`src/logic/lpf_pkg.sv`:
```
// Low-pass filter shared definitions
package lpf_pkg;

    // Fraction bits of samples and coefficients
    localparam int FRAC_BITS = 16;

    // Q1.16 signed audio sample
    typedef logic signed [17:0] sample_t;

    // Q2.16 unsigned coefficient
    typedef logic [17:0] coef_val_t;

    // Frequency and damping coefficient pair
    typedef struct packed {
        coef_val_t f;
        coef_val_t q;
    } coef_t;

    // MIDI command codes as delivered by the parser
    typedef enum logic [2:0] {
        MIDI_CMD_NONE       = 3'd0,
        MIDI_CMD_NOTE_ON    = 3'd1,
        MIDI_CMD_NOTE_OFF   = 3'd2,
        MIDI_CMD_CC         = 3'd3,
        MIDI_CMD_PITCH_BEND = 3'd4,
        MIDI_CMD_SYSEX      = 3'd5
    } midi_cmd_t;

    // Controller numbers
    localparam logic [6:0] CC_CUTOFF    = 7'd74;
    localparam logic [6:0] CC_RESONANCE = 7'd71;

    // Saturation limits
    localparam sample_t SAMPLE_MAX = 18'sh1ffff;
    localparam sample_t SAMPLE_MIN = 18'sh20000;

    // Controller values out of reset
    localparam logic [6:0] CUTOFF_RESET    = 7'd127;
    localparam logic [6:0] RESONANCE_RESET = 7'd0;

    // Linear map from controller values to coefficients
    function automatic coef_t calc_coef(input logic [6:0] cutoff, input logic [6:0] resonance);
        coef_t c;
        c.f = (coef_val_t'(cutoff) + 18'd1) << 9;
        c.q = 18'd131071 - (coef_val_t'(resonance) << 10);
        return c;
    endfunction

    // Coefficients matching the reset controller values
    localparam coef_t COEF_RESET = calc_coef(CUTOFF_RESET, RESONANCE_RESET);

endpackage

```
`src/logic/lpf_fifo.sv`:
```
// Four-phase handshake FIFO
`timescale 1ns/100ps

module lpf_fifo #(
    parameter type T     = logic [17:0],
    parameter int  DEPTH = 4
) (
    input  logic reset,
    input  logic clk,
    input  logic push,
    input  T     push_data,
    output logic full,
    output logic drop,
    output logic req,
    input  logic ack,
    output T     data
);
    localparam int PTR_W = (DEPTH > 1) ? $clog2(DEPTH) : 1;
    localparam int CNT_W = $clog2(DEPTH + 1);

    // Entry storage
    T                 mem [DEPTH];
    logic [PTR_W-1:0] wr_ptr;
    logic [PTR_W-1:0] rd_ptr;
    logic [CNT_W-1:0] count;
    logic             do_push;
    logic             do_pop;

    // Circular pointer step
    function automatic logic [PTR_W-1:0] next_ptr(input logic [PTR_W-1:0] p);
        return (p == PTR_W'(DEPTH - 1)) ? '0 : p + 1'b1;
    endfunction

    // ------------------------------------------------
    // Push side
    // ------------------------------------------------
    assign full    = (count == CNT_W'(DEPTH));
    // Push into a full FIFO is lost
    assign drop    = push && full;
    assign do_push = push && !full;

    always_ff @(posedge reset) begin
        if (do_push) begin
            mem[wr_ptr] <= push_data;
        end
    end

    // ------------------------------------------------
    // Pop side
    // ------------------------------------------------
    // Head entry goes out with req
    assign data   = mem[rd_ptr];
    // Entry leaves when req falls on ack
    assign do_pop = req && ack;

    always_ff @(posedge reset or posedge clk) begin
        if (clk) begin
            wr_ptr <= '0;
            rd_ptr <= '0;
            count  <= '0;
            req    <= 1'b0;
        end else begin
            if (do_push) begin
                wr_ptr <= next_ptr(wr_ptr);
            end
            if (do_pop) begin
                req    <= 1'b0;
                rd_ptr <= next_ptr(rd_ptr);
            end else if (!req && !ack && (count != '0)) begin
                // Next request only after the previous ack dropped
                req <= 1'b1;
            end
            count <= count + CNT_W'(do_push) - CNT_W'(do_pop);
        end
    end

    // Head entry holds while the consumer latches it
    assert property (@(posedge reset) disable iff (clk) req |=> !req || $stable(data));
    // No new request until the consumer released ack
    assert property (@(posedge reset) disable iff (clk) !req && ack |=> !req);

endmodule

```
`src/logic/lpf_param_ctrl.sv`:
```
// MIDI cutoff and resonance decoder
`timescale 1ns/100ps

module lpf_param_ctrl #(
    parameter logic [3:0] MIDI_CH = 4'd0
) (
    input  logic               reset,
    input  logic               clk,
    input  logic               midi_rdy,
    input  lpf_pkg::midi_cmd_t midi_cmd,
    input  logic [3:0]         midi_ch,
    input  logic [6:0]         midi_data0,
    input  logic [6:0]         midi_data1,
    output logic               coef_push,
    output lpf_pkg::coef_t     coef_data,
    input  logic               coef_full
);
    import lpf_pkg::*;

    // Current controller values
    logic [6:0] cutoff;
    logic [6:0] resonance;
    // Update waiting for FIFO space
    logic       pending;

    logic       cc_hit;
    logic       hit_cutoff;
    logic       hit_resonance;

    // ------------------------------------------------
    // Message decode
    // ------------------------------------------------
    // Control change on our channel
    assign cc_hit = midi_rdy && (midi_cmd == MIDI_CMD_CC) && (midi_ch == MIDI_CH);

    // Only two controllers matter here
    assign hit_cutoff    = cc_hit && (midi_data0 == CC_CUTOFF);
    assign hit_resonance = cc_hit && (midi_data0 == CC_RESONANCE);

    // ------------------------------------------------
    // Controller registers
    // ------------------------------------------------
    always_ff @(posedge reset or posedge clk) begin
        if (clk) begin
            cutoff    <= CUTOFF_RESET;
            resonance <= RESONANCE_RESET;
            pending   <= 1'b0;
        end else begin
            if (hit_cutoff) begin
                cutoff <= midi_data1;
            end
            if (hit_resonance) begin
                resonance <= midi_data1;
            end
            // New message keeps the update pending even if a push goes out now
            if (hit_cutoff || hit_resonance) begin
                pending <= 1'b1;
            end else if (coef_push) begin
                pending <= 1'b0;
            end
        end
    end

    // ------------------------------------------------
    // Coefficient push
    // ------------------------------------------------
    // Always the newest values
    assign coef_data = calc_coef(cutoff, resonance);
    // Hold off while the FIFO is full
    assign coef_push = pending && !coef_full;

    // FIFO fills only through our own pushes
    assert property (@(posedge reset) disable iff (clk) $rose(coef_full) |-> $past(coef_push));

endmodule

```
`src/logic/lpf_svf_core.sv`:
```
// State-variable low-pass filter core
`timescale 1ns/100ps

module lpf_svf_core (
    input  logic             reset,
    input  logic             clk,
    input  logic             s_req,
    output logic             s_ack,
    input  lpf_pkg::sample_t s_data,
    input  logic             c_req,
    output logic             c_ack,
    input  lpf_pkg::coef_t   c_data,
    output logic             sample_out_rdy,
    output lpf_pkg::sample_t sample_out,
    output logic             err_overflow
);
    import lpf_pkg::*;

    typedef enum logic [2:0] {
        ST_IDLE, ST_COEF, ST_MUL1, ST_MUL2, ST_MUL3, ST_OUT, ST_WAIT
    } state_t;

    // Sum limits widened to the adder width
    localparam logic signed [21:0] SUM_MAX = SAMPLE_MAX;
    localparam logic signed [21:0] SUM_MIN = SAMPLE_MIN;

    state_t             state;
    coef_t              coef;
    // Latched input and filter state
    sample_t            x_in;
    sample_t            low;
    sample_t            band;
    sample_t            high;
    logic               ovf_acc;
    // Shared multiplier
    logic signed [17:0] mul_a;
    logic signed [17:0] mul_b;
    logic signed [35:0] prod;
    logic signed [19:0] prod_sh;
    logic signed [21:0] sum_low;
    logic signed [21:0] sum_high;
    logic signed [21:0] sum_band;
    logic               take_coef;
    logic               take_sample;

    function automatic sample_t sat(input logic signed [21:0] v);
        if (v > SUM_MAX) begin
            return SAMPLE_MAX;
        end else if (v < SUM_MIN) begin
            return SAMPLE_MIN;
        end
        return v[17:0];
    endfunction

    function automatic logic clipped(input logic signed [21:0] v);
        return (v > SUM_MAX) || (v < SUM_MIN);
    endfunction

    // Coefficient update has priority over the next sample
    assign take_coef   = (state == ST_IDLE) && c_req;
    assign take_sample = (state == ST_IDLE) && !c_req && s_req;

    // ------------------------------------------------
    // Multiplier and adders
    // ------------------------------------------------
    // f*band, then q*band, then f*high
    always_comb begin
        mul_a = $signed(coef.f);
        mul_b = band;
        case (state)
            ST_MUL2: mul_a = $signed(coef.q);
            ST_MUL3: mul_b = high;
            default: mul_b = band;
        endcase
    end

    // Truncating shift back to Q1.16
    assign prod_sh  = $signed(prod[35:FRAC_BITS]);
    assign sum_low  = low + prod_sh;
    // Uses the low value updated one step earlier
    assign sum_high = x_in - low - prod_sh;
    assign high     = sat(sum_high);
    assign sum_band = band + prod_sh;

    always_ff @(posedge reset) begin
        prod <= mul_a * mul_b;
        if (take_sample) begin
            x_in <= s_data;
        end
    end

    // ------------------------------------------------
    // Sequencer
    // ------------------------------------------------
    always_ff @(posedge reset or posedge clk) begin
        if (clk) begin
            state          <= ST_IDLE;
            s_ack          <= 1'b0;
            c_ack          <= 1'b0;
            coef           <= COEF_RESET;
            low            <= '0;
            band           <= '0;
            ovf_acc        <= 1'b0;
            err_overflow   <= 1'b0;
            sample_out     <= '0;
            sample_out_rdy <= 1'b0;
        end else begin
            sample_out_rdy <= 1'b0;
            case (state)
                ST_IDLE: begin
                    if (take_coef) begin
                        coef  <= c_data;
                        c_ack <= 1'b1;
                        state <= ST_COEF;
                    end else if (take_sample) begin
                        s_ack        <= 1'b1;
                        ovf_acc      <= 1'b0;
                        err_overflow <= 1'b0;
                        state        <= ST_MUL1;
                    end
                end
                // Finish the coefficient handshake
                ST_COEF: begin
                    if (!c_req) begin
                        c_ack <= 1'b0;
                        state <= ST_IDLE;
                    end
                end
                ST_MUL1: state <= ST_MUL2;
                ST_MUL2: begin
                    low     <= sat(sum_low);
                    ovf_acc <= ovf_acc | clipped(sum_low);
                    state   <= ST_MUL3;
                end
                ST_MUL3: begin
                    ovf_acc <= ovf_acc | clipped(sum_high);
                    state   <= ST_OUT;
                end
                // Band update and result out
                ST_OUT: begin
                    band           <= sat(sum_band);
                    sample_out     <= low;
                    sample_out_rdy <= 1'b1;
                    err_overflow   <= ovf_acc | clipped(sum_band);
                    state          <= ST_WAIT;
                end
                ST_WAIT: begin
                    if (!s_req) begin
                        s_ack <= 1'b0;
                        state <= ST_IDLE;
                    end
                end
                default: state <= ST_IDLE;
            endcase
        end
    end

    // One pulse per sample
    assert property (@(posedge reset) disable iff (clk) sample_out_rdy |=> !sample_out_rdy);

endmodule

```
`src/logic/lpf_top.sv`:
```
// Resonant low-pass filter top level
`timescale 1ns/100ps

module lpf_top #(
    parameter logic [3:0] MIDI_CH      = 4'd0,
    parameter int         SAMPLE_DEPTH = 4,
    parameter int         COEF_DEPTH   = 2
) (
    input  logic               reset,
    input  logic               clk,
    input  logic               midi_rdy,
    input  lpf_pkg::midi_cmd_t midi_cmd,
    input  logic [3:0]         midi_ch,
    input  logic [6:0]         midi_data0,
    input  logic [6:0]         midi_data1,
    input  logic               sample_in_rdy,
    input  lpf_pkg::sample_t   sample_in,
    output logic               sample_out_rdy,
    output lpf_pkg::sample_t   sample_out,
    output logic               err_overflow,
    output logic               sample_drop
);
    import lpf_pkg::*;

    // Controller to coefficient FIFO
    logic    coef_push;
    coef_t   coef_data;
    logic    coef_full;
    // Coefficient FIFO to core
    logic    c_req;
    logic    c_ack;
    coef_t   c_data;
    // Sample FIFO to core
    logic    s_req;
    logic    s_ack;
    sample_t s_data;

    // ------------------------------------------------
    // Parameter path
    // ------------------------------------------------
    lpf_param_ctrl #(
        .MIDI_CH (MIDI_CH)
    ) param_ctrl_i (
        .reset      (reset),
        .clk        (clk),
        .midi_rdy   (midi_rdy),
        .midi_cmd   (midi_cmd),
        .midi_ch    (midi_ch),
        .midi_data0 (midi_data0),
        .midi_data1 (midi_data1),
        .coef_push  (coef_push),
        .coef_data  (coef_data),
        .coef_full  (coef_full)
    );

    // Controller never pushes when full so drop stays open
    lpf_fifo #(
        .T     (coef_t),
        .DEPTH (COEF_DEPTH)
    ) coef_fifo_i (
        .reset     (reset),
        .clk       (clk),
        .push      (coef_push),
        .push_data (coef_data),
        .full      (coef_full),
        .drop      (),
        .req       (c_req),
        .ack       (c_ack),
        .data      (c_data)
    );

    // ------------------------------------------------
    // Sample path
    // ------------------------------------------------
    lpf_fifo #(
        .T     (sample_t),
        .DEPTH (SAMPLE_DEPTH)
    ) sample_fifo_i (
        .reset     (reset),
        .clk       (clk),
        .push      (sample_in_rdy),
        .push_data (sample_in),
        .full      (),
        .drop      (sample_drop),
        .req       (s_req),
        .ack       (s_ack),
        .data      (s_data)
    );

    lpf_svf_core svf_core_i (
        .reset          (reset),
        .clk            (clk),
        .s_req          (s_req),
        .s_ack          (s_ack),
        .s_data         (s_data),
        .c_req          (c_req),
        .c_ack          (c_ack),
        .c_data         (c_data),
        .sample_out_rdy (sample_out_rdy),
        .sample_out     (sample_out),
        .err_overflow   (err_overflow)
    );

endmodule

```
`config.mk`:
```
export PLATFORM = sky130hd
export DESIGN_NAME = lpf_top
export DESIGN_NICKNAME = d
export VERILOG_FILES = /design/src/logic/lpf_pkg.sv /design/src/logic/lpf_fifo.sv /design/src/logic/lpf_param_ctrl.sv /design/src/logic/lpf_svf_core.sv /design/src/logic/lpf_top.sv
export SDC_FILE = /design/constraint.sdc
export NUM_CORES = 1
export LEC_CHECK = 0
export ABC_CLOCK_PERIOD_IN_PS = 11510
export BUFFER_PORTS_ARGS = -buffer_cell sky130_fd_sc_hd__buf_2
export CAP_MARGIN = 25
export CORE_ASPECT_RATIO = 1.5
export CORE_MARGIN = 1
export CORE_UTILIZATION = 50
export CTS_CLUSTER_DIAMETER = 60
export CTS_CLUSTER_SIZE = 8
export DETAILED_ROUTE_END_ITERATION = 10
export GPL_ROUTABILITY_DRIVEN = 0
export HOLD_SLACK_MARGIN = 0.08
export PLACE_DENSITY_LB_ADDON = 0.15
export SETUP_SLACK_MARGIN = 0.2
export SLEW_MARGIN = 20
export SYNTH_ARGS = -nofsm -noshare
export SYNTH_HDL_FRONTEND = slang
export SYNTH_SLANG_ARGS = --single-unit
```
`constraint.sdc`:
```
create_clock -name reset -period 11.51 [get_ports reset]
set_input_delay 0 -clock reset [delete_from_list [all_inputs] [get_ports reset]]
set_output_delay 0 -clock reset [all_outputs]
set_load 0.03 [all_outputs]
```
* Yosys cells after proc, flatten, opt, wreduce, memory -nomap -nowiden
Memories as Yosys holds them, arrays and structs flattened. A register that Yosys moved wholly into a read port is not among the register bits. Index checks and enable logic that the tools add are counted.
Cells by class: add/subtract/negate cells 14, multipliers 1, magnitude comparators 6, equality and inequality tests 19, mux-type cells 50, bitwise gates (word level) 3, reductions and logical operators 44
Operator list (count):
- 2-to-1 mux 18 bit | 11
- > comparator 22 x 18 -> 1 bit, second input constant | 3
- < comparator 22 x 18 -> 1 bit, second input constant | 3
- adder 18 x 20 -> 21 bit | 2
- multiplier 18 x 18 -> 36 bit | 1
- 2-to-1 mux 1 bit | 28
- one-hot mux 3 bit (7 select lines) | 1
- subtractor 19 x 20 -> 21 bit | 1
- subtractor 18 x 18 -> 19 bit | 1
- subtractor 17 x 17 -> 18 bit, first input constant | 1
- logical AND 1 bit | 17
- == test 7 bit, second input constant | 2
- nonzero test 2 bit | 7
- == test 3 bit, second input constant | 4
- 2-to-1 mux 3 bit | 4
- AND reduction 3 bit | 4
- == test 3 x 2 -> 1 bit, second input constant | 3
- adder 7 x 1 -> 8 bit, second input constant | 1
- == test 2 bit, second input constant | 3
- zero test 1 bit | 6
- inequality test 2 bit, second input constant | 3
- one-hot mux 1 bit (2 select lines) | 3
- nonzero test 3 bit | 2
- adder 2 x 1 -> 2 bit, second input constant | 2
- other kinds (16) | 24
Word-level totals: register bits 144, memory bits (writable) 124, input bits 43, output and inout port bits 21, logic and storage cells 161, memories kept 2
Memory list:
- sample_fifo_i.mem | words 4, bits a word 18, read ports 1, clocked after Yosys merged registers in 1, write ports 1, line lpf_fifo.sv:22 | T mem [DEPTH];
- coef_fifo_i.mem | words 2, bits a word 26, read ports 1, clocked after Yosys merged registers in 1, write ports 1, line lpf_fifo.sv:22

* Depth between registers and ports, before layout
Gate-level depths: netlist (run 1).
depth after elaboration 8, mapped depth 33

* Modules after synthesis
A second synthesis (run 1) with hierarchy kept.
Second synthesis, totals: cell total of the unflattened synthesis 2630, area total of the unflattened synthesis 27774.1 um2
Modules (own cells, without submodules):
- lpf_svf_core | times used 1, cells an instance 2269, area each 20736.1 um2, sequential area each 3415.8 um2
- lpf_fifo at sample_fifo_i | times used 1, cells an instance 138, area each 3078.0 um2, sequential area each 2362.3 um2
- lpf_fifo at coef_fifo_i | times used 1, cells an instance 138, area each 2986.6 um2, sequential area each 2287.2 um2
- lpf_param_ctrl | times used 1, cells an instance 85, area each 973.4 um2, sequential area each 384.1 um2

* Least setup slack after synthesis (run 1)
Ideal clock, no wire load.
path kind register -> register, from register svf_core_i.low[17], to register svf_core_i.prod[30], setup time 123 ps, data arrival time 8906 ps, data required time 11387 ps, slack 2481 ps, stages on the path, launching flop included 33, buffers on the path 1, period minus slack after synthesis 9029 ps, cells stage by stage dfrtp_1 inv_1 fa_1 ha_1 clkbuf_1 o21a_1 o21ai_0 o22ai_1 a311oi_1 o211ai_1 a211o_2 a211oi_4 o21ai_0 fa_1 inv_1 fa_1 inv_1 fa_1 inv_1 fa_1 fa_1 inv_1 fa_1 inv_1 ha_1 or2_2 a221o_1 a2111oi_2 o31ai_1 a211o_1 a21bo_2 mux2i_1 or2_2
On the way: word-level cells in the longest chain between the ends 8, elaborated cells between the ends (all ways) 10, classes of those cells add/sub: 2; mul: 1; order compare: 2; mux: 5
Ends and longest elaborated chain:
- start: declaration | line lpf_svf_core.sv:31 | sample_t low;
- start signal: assignment | line lpf_svf_core.sv:131 | low <= sat(sum_low);
- subtractor 18 x 18 -> 19 bit (*) | line lpf_svf_core.sv:81 | assign sum_high = x_in - low - prod_sh;
- subtractor 19 x 20 -> 21 bit (*) | line lpf_svf_core.sv:81
- < comparator 22 x 18 -> 1 bit | line lpf_svf_core.sv:49 | end else if (v < SUM_MIN) begin
- 2-to-1 mux 1 bit | line lpf_svf_core.sv:49
- 2-to-1 mux 1 bit | line lpf_svf_core.sv:47 | if (v > SUM_MAX) begin
- 2-to-1 mux 18 bit (*) | line lpf_svf_core.sv:52 | return v[17:0];
- 2-to-1 mux 18 bit (*) | line lpf_svf_core.sv:70 | case (state)
- multiplier 18 x 18 -> 36 bit (*) | line lpf_svf_core.sv:86 | prod <= mul_a * mul_b;
- end signal: assignment | line lpf_svf_core.sv:86
- end: declaration | line lpf_svf_core.sv:38 | logic signed [35:0] prod;
Mark *: on every way between the ends. The rest lies on a longest branch, timed or not. A chain may end at the register's enable or synchronous reset.

* Worst setup path in the final report (run 1)
from register svf_core_i.prod[25], to register svf_core_i.prod[30]
On the way: word-level cells in the longest chain between the ends 7, elaborated cells between the ends (all ways) 9, classes of those cells add/sub: 1; mul: 1; order compare: 2; mux: 5
Ends and longest elaborated chain (line):
- subtractor 19 x 20 -> 21 bit (*) | lpf_svf_core.sv:81
- < comparator 22 x 18 -> 1 bit | lpf_svf_core.sv:49
- 2-to-1 mux 1 bit | lpf_svf_core.sv:49
- 2-to-1 mux 1 bit | lpf_svf_core.sv:47
- 2-to-1 mux 18 bit (*) | lpf_svf_core.sv:52
- 2-to-1 mux 18 bit (*) | lpf_svf_core.sv:70
- multiplier 18 x 18 -> 36 bit (*) | lpf_svf_core.sv:86
Marks and branches as above.

==> results of run 1 <==
## critical path, delay by kind of cell, from the launching register on
| family | cells | cell delay [ns] |
|---|---|---|
| AND/OR/NAND/NOR | 6 | 2.30 |
| multiplexers | 1 | 0.11 |
| adder cells (fa/ha/maj) | 9 | 4.14 |
| AO/OA/AOI/OAI | 9 | 2.96 |
| buffers and inverters | 3 | 0.28 |
| flip-flops | 1 | 0.44 |
## sequential cells by signal, indices dropped and copies added, names as in the netlist, 2 cells and up
register / flops
coef_fifo_i.count: 2
coef_fifo_i.mem: 30
param_ctrl_i.cutoff: 7
param_ctrl_i.resonance: 7
sample_fifo_i.count: 3
sample_fifo_i.mem: 72
sample_fifo_i.rd_ptr: 2
sample_fifo_i.wr_ptr: 2
svf_core_i.band: 18
svf_core_i.coef: 15
svf_core_i.low: 18
svf_core_i.prod: 20
svf_core_i.sample_out: 18
svf_core_i.state: 3
svf_core_i.x_in: 18
## per-stage QoR
stage / instances / setup WS (ns) / hold WS (ns)
after floorplan: 2071 / 2.48 / 0.0989
after global placement: 2650 / 1.36 / 0.0885
after detailed placement: 2651 / 1.29 / 0.0935
after CTS: 2748 / 1.27 / 0.0912
after global routing: 2749 / 0.761 / 0.130
final: 2749 / 1.15 / 0.0775
## cell families after synthesis
kind of cell,count (synthesis),share of synthesized area (%)
AO/OA/AOI/OAI,466,14.1
XOR/XNOR,84,3.40
adder cells (fa/ha/maj),429,32.1
buffers and inverters,381,6.67
flip-flops,245,30.7
multiplexers,59,3.86
AND/OR/NAND/NOR,407,9.13
## layout make-up
type                            count  area share, %
Clock buffer                       64           4.33
Clock inverter                      1         0.0836
Inverter                          312           4.90
Multi-Input combinational cell   1445           56.8
Sequential cell                   245           27.8
Tap cell                          570           2.98
Timing Repair Buffer              112           3.19
## final timing paths
check,start,slack (ns),endpoint
max in group asynchronous,clk,10.17,svf_core_i.band[5]
min,clk,0.08,sample_fifo_i.count[1]
max,svf_core_i.prod[25],1.15,svf_core_i.prod[30]
max reg2reg,svf_core_i.prod[25],1.15,svf_core_i.prod[30]
min reg2reg,svf_core_i.c_ack,0.47,coef_fifo_i.req
min in group reset,midi_data0[2],0.15,param_ctrl_i.pending
## layer usage
layer / up-vias / routed length [um] / part of all wire, %
met5: - / 0 / 0
met3: 160 / 1800 / 3.3
met1: 7769 / 20100 / 36
met2: 417 / 30000 / 54
met4: 0 / 3200 / 5.8
li1: 7268 / - / -
## layout by cell type (no fill, tap or decap), types with 24 or more instances in the layout
master	n
sky130_fd_sc_hd__fa_1	212
sky130_fd_sc_hd__buf_2	63
sky130_fd_sc_hd__ha_1	217
sky130_fd_sc_hd__xor2_1	39
sky130_fd_sc_hd__mux2i_1	25
sky130_fd_sc_hd__clkbuf_16	37
sky130_fd_sc_hd__dlygate4sd3_1	32
sky130_fd_sc_hd__nand3_1	35
sky130_fd_sc_hd__dfrtp_1	90
sky130_fd_sc_hd__and2_1	34
sky130_fd_sc_hd__a21oi_1	121
sky130_fd_sc_hd__a21o_1	24
sky130_fd_sc_hd__nor2_1	75
sky130_fd_sc_hd__edfxtp_1	120
sky130_fd_sc_hd__clkbuf_1	26
sky130_fd_sc_hd__o21ai_0	138
sky130_fd_sc_hd__o21a_1	25
sky130_fd_sc_hd__xnor2_1	45
sky130_fd_sc_hd__inv_1	310
sky130_fd_sc_hd__nand2_1	147
==> parameters.txt, run 1 <==
Parameter                              Value

Layout
  Fraction of layout instances using a drive strength above 1    approximately a tenth
  Total area of sequential cells    between 6000 and 7000 um2
  Syn-to-layout area delta    10.6%
  Share of the core filled with cells in the final layout    between 50% and 60%
  Multi-input combinational cell area    13600 um2
  Number of inserted filler cells in the final layout    3792
  Number of antenna repair diodes    0
  Post-route design area    24000 um2
  Post-layout nets    ~2600

Clocking
  Buffers inserted during post-CTS setup optimization    0
  TritonCTS clock tree    done
  H-Tree Depth    2
  Number of buffers inserted for hold repair after clock tree synthesis    32
  CTS clock-pin slew for the worst setup and hold paths    around 0.06 ns
  Number of sinks on the clock net    245
  Source-to-sink clock delay at the later pin of the worst-skew pair    0.52 ns
  Max Root-Sink Buffers    3
  Buffer cell driving the clock tree root    sky130_fd_sc_hd__clkbuf_16
  CTS resizes    0
  Cts bufs inserted    36

Floorplan
  Die H    257 um
  Effective utilization at floorplan    between 50% and 60%
  Die extent in x    172 um
  Area inside the core boundary    42800 um2
  Ports    64
  Cell Rows    93
  Die ar.    ~44000 um2

Yosys
  Area share of the largest cell type after synthesis    19.6%
  Synthesized netlist net count    between 2000 and 3000
  Average cell area after synthesis    10.5 um2
  Post-synth top cells    sky130_fd_sc_hd__inv_1, sky130_fd_sc_hd__ha_1, sky130_fd_sc_hd__fa_1
  Most instantiated flip-flop cell in the synthesis netlist    sky130_fd_sc_hd__edfxtp_1
  Top-count cell post-synth    sky130_fd_sc_hd__inv_1
  Register bit total from synthesis    around 250
  Number of instances in the synthesized netlist    around 2100
  Seq/Total Area, Yosys    between 30% and 40%
  Synth area leader    sky130_fd_sc_hd__fa_1
  Number of distinct library cell variants in the gate-level netlist after synthesis    87
  Number of warning messages in the yosys log    0
  Count of flip-flops with a built-in enable after synthesis    120
  Post-synth ARST share    42.9%
  Cells taking the most area after synthesis    sky130_fd_sc_hd__fa_1, sky130_fd_sc_hd__edfxtp_1, sky130_fd_sc_hd__ha_1
  Netlist area before placement    21700 um2

STA
  Slew @ Worst Pin    1.07 ns
  Final sum of negative setup slack    0 ns
  Fin crit share    between 80% and 90%
  Final min period    10.36 ns
  Setup repair after global routing missed its margin    false
  Upper clock frequency limit    96.6 MHz
  Clock tree skew after final layout    0.0208 ns
  Final setup viols    0
  Endpoints failing hold    0
  Slew Limit Fails    0
  Worst slew margin relative to its limit    26.9%

Global routing
  Most congested layer reported by global routing    met2
  Vias in the first global route    16600
  Initial antenna violation count    0
  Met2 demand-to-capacity share in global routing    48.8%
  Global routing met3 resource utilization    2.20%
  Global routing usage summed across all routing layers    26.2%
  Total congestion overflow    0
  Global-route wire length before repair    87900 um
  Pin count of the biggest net entering global routing    68
  Met1 Track Usage GR    28.4%

Setup path
  Cell mode on critical path    sky130_fd_sc_hd__fa_1
  Cell at the slowest stage of the critical path    sky130_fd_sc_hd__a2111oi_2
  Highest cell delay on the worst timing path    between 0.7 and 0.8 ns
  Largest fanout of any net on the critical path    9
  Cell depth of the worst flop-to-flop path    28
  WS Path Type    flop to flop
  Startpoint kind of the worst setup timing path    flop
  Sort of element at the end of the critical path    flop
  Worst path required time    11.92 ns
  Arrival time worst endpoint    10.77 ns

Route
  Final routed DRC violation total    0
  Antenna-violating nets left    0
  Average routed wire per standard cell    20.0 um
  Sum of routed wire length over all layers    approximately 55000 um
  Vias/cell    roughly 5.7
  Total vias in the final route    15600
  DR iter-0 viols    755
  DR pass1 iterations    5

Run status
  Outcome    finished clean

Flow run
  Number of max-cap violations    0

Worst hold path
  Type of the worst min-delay path    input port to asynchronous set/reset pin

Placed design
  Placed wire-length estimate    44500 um
  IO Port Bufs    63
  Post-place instance area    22600 um2
Power of run 1 is left out: the tool's default activity adds up to more than one toggle a clock period on the data nets, which glitch-free logic cannot reach.
==> inputs of run 2 (changes only) <==
--- a/config.mk
+++ b/config.mk
@@ -16,5 +16,5 @@
 export DETAILED_ROUTE_END_ITERATION = 10
 export GPL_ROUTABILITY_DRIVEN = 0
-export HOLD_SLACK_MARGIN = 0.08
+export HOLD_SLACK_MARGIN = 0.15
 export PLACE_DENSITY_LB_ADDON = 0.15
 export SETUP_SLACK_MARGIN = 0.2
==> constraint.sdc (replaced) <==
create_clock -name reset -period 11.51 [get_ports reset]
set_input_delay 2.302 -clock reset [delete_from_list [all_inputs] [get_ports reset]]
set_output_delay 2.302 -clock reset [all_outputs]
set_load 0.03 [all_outputs]
==> run 2 against run 1 <==
  * Maximum frequency up 0.21%
  * Register-to-register slack better by 0.02 ns
  * Highest routed layer unchanged
  * Die area unchanged
  * Via count decreased by 0.90%
  * Sequential share of layout area is 0.38 points higher
  * Final cell count is 1.2% lower
  * Setup slack better by 0.022 ns
==> parameters.txt, run 2 (synthesis gave the netlist of run 1 again) <==
Parameter                              Value

Route
  Final routed DRC violation total    0 (unchanged)
  Total vias in the final route    15500 (-0.90%)
  Antenna-violating nets left    0 (unchanged)
  Sum of routed wire length over all layers    55000 um (-0.17%)
  Average routed wire per standard cell    20.2 um (+1.0%)
  DR pass1 iterations    5 (unchanged)
  Vias/cell    5.70 (+0.27%)
  DR iter-0 viols    683 (-9.5%)

Clocking
  Number of sinks on the clock net    245 (unchanged)
  Buffer cell driving the clock tree root    sky130_fd_sc_hd__clkbuf_16
  Buffers inserted during post-CTS setup optimization    0 (unchanged)
  CTS clock-pin slew for the worst setup and hold paths    0.06 ns (about the same)
  Number of buffers inserted for hold repair after clock tree synthesis    0 (-100%)
  TritonCTS clock tree    done
  CTS resizes    0 (unchanged)
  Source-to-sink clock delay at the later pin of the worst-skew pair    0.52 ns (about the same)
  Cts bufs inserted    36 (unchanged)
  H-Tree Depth    2 (unchanged)
  Max Root-Sink Buffers    3 (unchanged)

Setup path
  Crit path launch    svf_core_i.prod[25]
  Cell at the slowest stage of the critical path    sky130_fd_sc_hd__a2111oi_2
  Origin of the critical flop-to-flop path    svf_core_i.prod[25]
  Sort of element at the end of the critical path    flop
  Largest fanout of any net on the critical path    9 (unchanged)
  Count of buffering cells on the critical path with inverters included    3 (unchanged)
  Arrival time worst endpoint    10.75 ns (-0.02 ns)
  FF-to-FF End    svf_core_i.prod[30]
  WS Path Type    flop to flop
  Cell family with most CP delay    adder cells
  Cell depth of the worst flop-to-flop path    28 (unchanged)
  Worst path required time    11.92 ns (about the same)
  Setup slack of the worst register-to-register path    1.17 ns (+0.02 ns)
  Highest cell delay on the worst timing path    0.77 ns (about the same)
  Startpoint kind of the worst setup timing path    flop
  Cell mode on critical path    sky130_fd_sc_hd__fa_1

Placed design
  Number of cells in the design after placement    2651 (unchanged)
  Placed wire-length estimate    44500 um (unchanged)
  IO Port Bufs    63 (unchanged)

Layout
  Syn-to-layout area delta    9.10%
  Total area of sequential cells    6650 um2 (unchanged)
  Fraction of layout instances using a drive strength above 1    9.64% (+0.14 points)
  Highest-count cells in the layout ignoring fill and taps    sky130_fd_sc_hd__inv_1, sky130_fd_sc_hd__ha_1, sky130_fd_sc_hd__fa_1, sky130_fd_sc_hd__nand2_1, sky130_fd_sc_hd__o21ai_0
  Register bank with the most flops    sample_fifo_i.mem
  Multi-input combinational cell area    13600 um2 (unchanged)
  Largest registers    sample_fifo_i.mem: 72 flops, coef_fifo_i.mem: 30 flops, svf_core_i.prod: 20 flops
  Final Non-Filler Cells    2717 (-1.2%)
  Max reg flops    72 (unchanged)
  Number of inserted filler cells in the final layout    3834 (+1.1%)
  Number of antenna repair diodes    0 (unchanged)
  Most frequent standard cell in the layout excluding fill and tap cells    sky130_fd_sc_hd__inv_1
  Post-layout nets    2592 (-1.2%)

Floorplan
  Die ar.    44200 um2 (unchanged)
  Area inside the core boundary    42800 um2 (unchanged)
  Die extent in x    172 um (unchanged)
  Ports    64 (unchanged)
  Effective utilization at floorplan    50.6% (unchanged)
  Die H    257 um (unchanged)
  Cell Rows    93 (unchanged)

STA
  Setup repair after global routing missed its margin    false
  Clock tree skew after final layout    0.0195 ns (-0.00129 ns)
  Final sum of negative setup slack    0 ns (unchanged)
  Endpoints failing hold    0 (unchanged)
  Final setup viols    0 (unchanged)
  Slew Limit Fails    0 (unchanged)
  Fin crit share    89.8% (-0.19 points)
  Upper clock frequency limit    96.8 MHz (+0.21%)
  Worst slew margin relative to its limit    27.2% (+0.30 points)
  Final min period    10.34 ns (-0.0216 ns)
  Slew @ Worst Pin    1.06 ns (-0.00443 ns)

Global routing
  Initial antenna violation count    0 (unchanged)
  Total congestion overflow    0 (unchanged)
  Vias in the first global route    16500 (-0.59%)
  Global-route wire length before repair    87700 um (-0.30%)
  Pin count of the biggest net entering global routing    68 (unchanged)
  Global routing usage summed across all routing layers    26.1% (-0.083 points)

Run status
  Outcome    finished clean

Worst hold path
  Hold Path Stages    1
  Worst hold endpoint    coef_fifo_i.req
  Type of the worst min-delay path    flop to flop
  Hold path startpoint    svf_core_i.c_ack

Flow run
  Number of max-cap violations    0 (unchanged)
==> run 2: worst register-to-register path: cells and delay by family, from the launching register on <==
family | cells | cell delay [ns]
flops | 1 | 0.44
buf+inv | 3 | 0.28
mux | 1 | 0.11
compound gates | 9 | 2.97
simple gates | 6 | 2.30
fa+ha+maj | 9 | 4.14
==> run 2: worst max path at each step <==
stage                                     end  depth (start not counted)
after floorplan           svf_core_i.prod[30]                         32
final                     svf_core_i.prod[30]                         28
after global routing      svf_core_i.prod[30]                         28
after detailed placement  svf_core_i.prod[30]                         28
after CTS                 svf_core_i.prod[30]                         28
after global placement    svf_core_i.prod[30]                         28
==> run 2: area by class of cell <==
type	instances	area share, %
flip-flops and latches	245	28.1
clock buffers	64	4.39
clock inverters	1	0.0847
repair buffers	80	1.87
multi-input cells	1445	57.5
well taps	570	3.02
inverters	312	4.97
==> run 2: metal layers <==
metal | GRT usage [%] | routed length [um] | vias up
met1 | 28.4 | 20100 | 7685
met2 | 48.5 | 29900 | 421
li1 | - | - | 7204
met4 | 14.9 | 3190 | 0
met3 | 2.23 | 1830 | 164
met5 | 0 | 0 | -
==> run 2: stage by stage <==
stage / cell area, um2 / utilization, % / hold WS (ns) / setup WS [ns]
after floorplan: 21700 / - / 0.428 / 2.48
after global placement: 22600 / 52.7 / 0.457 / 1.36
after detailed placement: 22600 / 52.7 / 0.466 / 1.29
after CTS: 23600 / 55.2 / 0.478 / 1.27
after global routing: 23600 / 55.2 / 0.493 / 0.761
final: 23600 / 55.2 / 0.466 / 1.17
Power of run 2 is left out for the same reason.
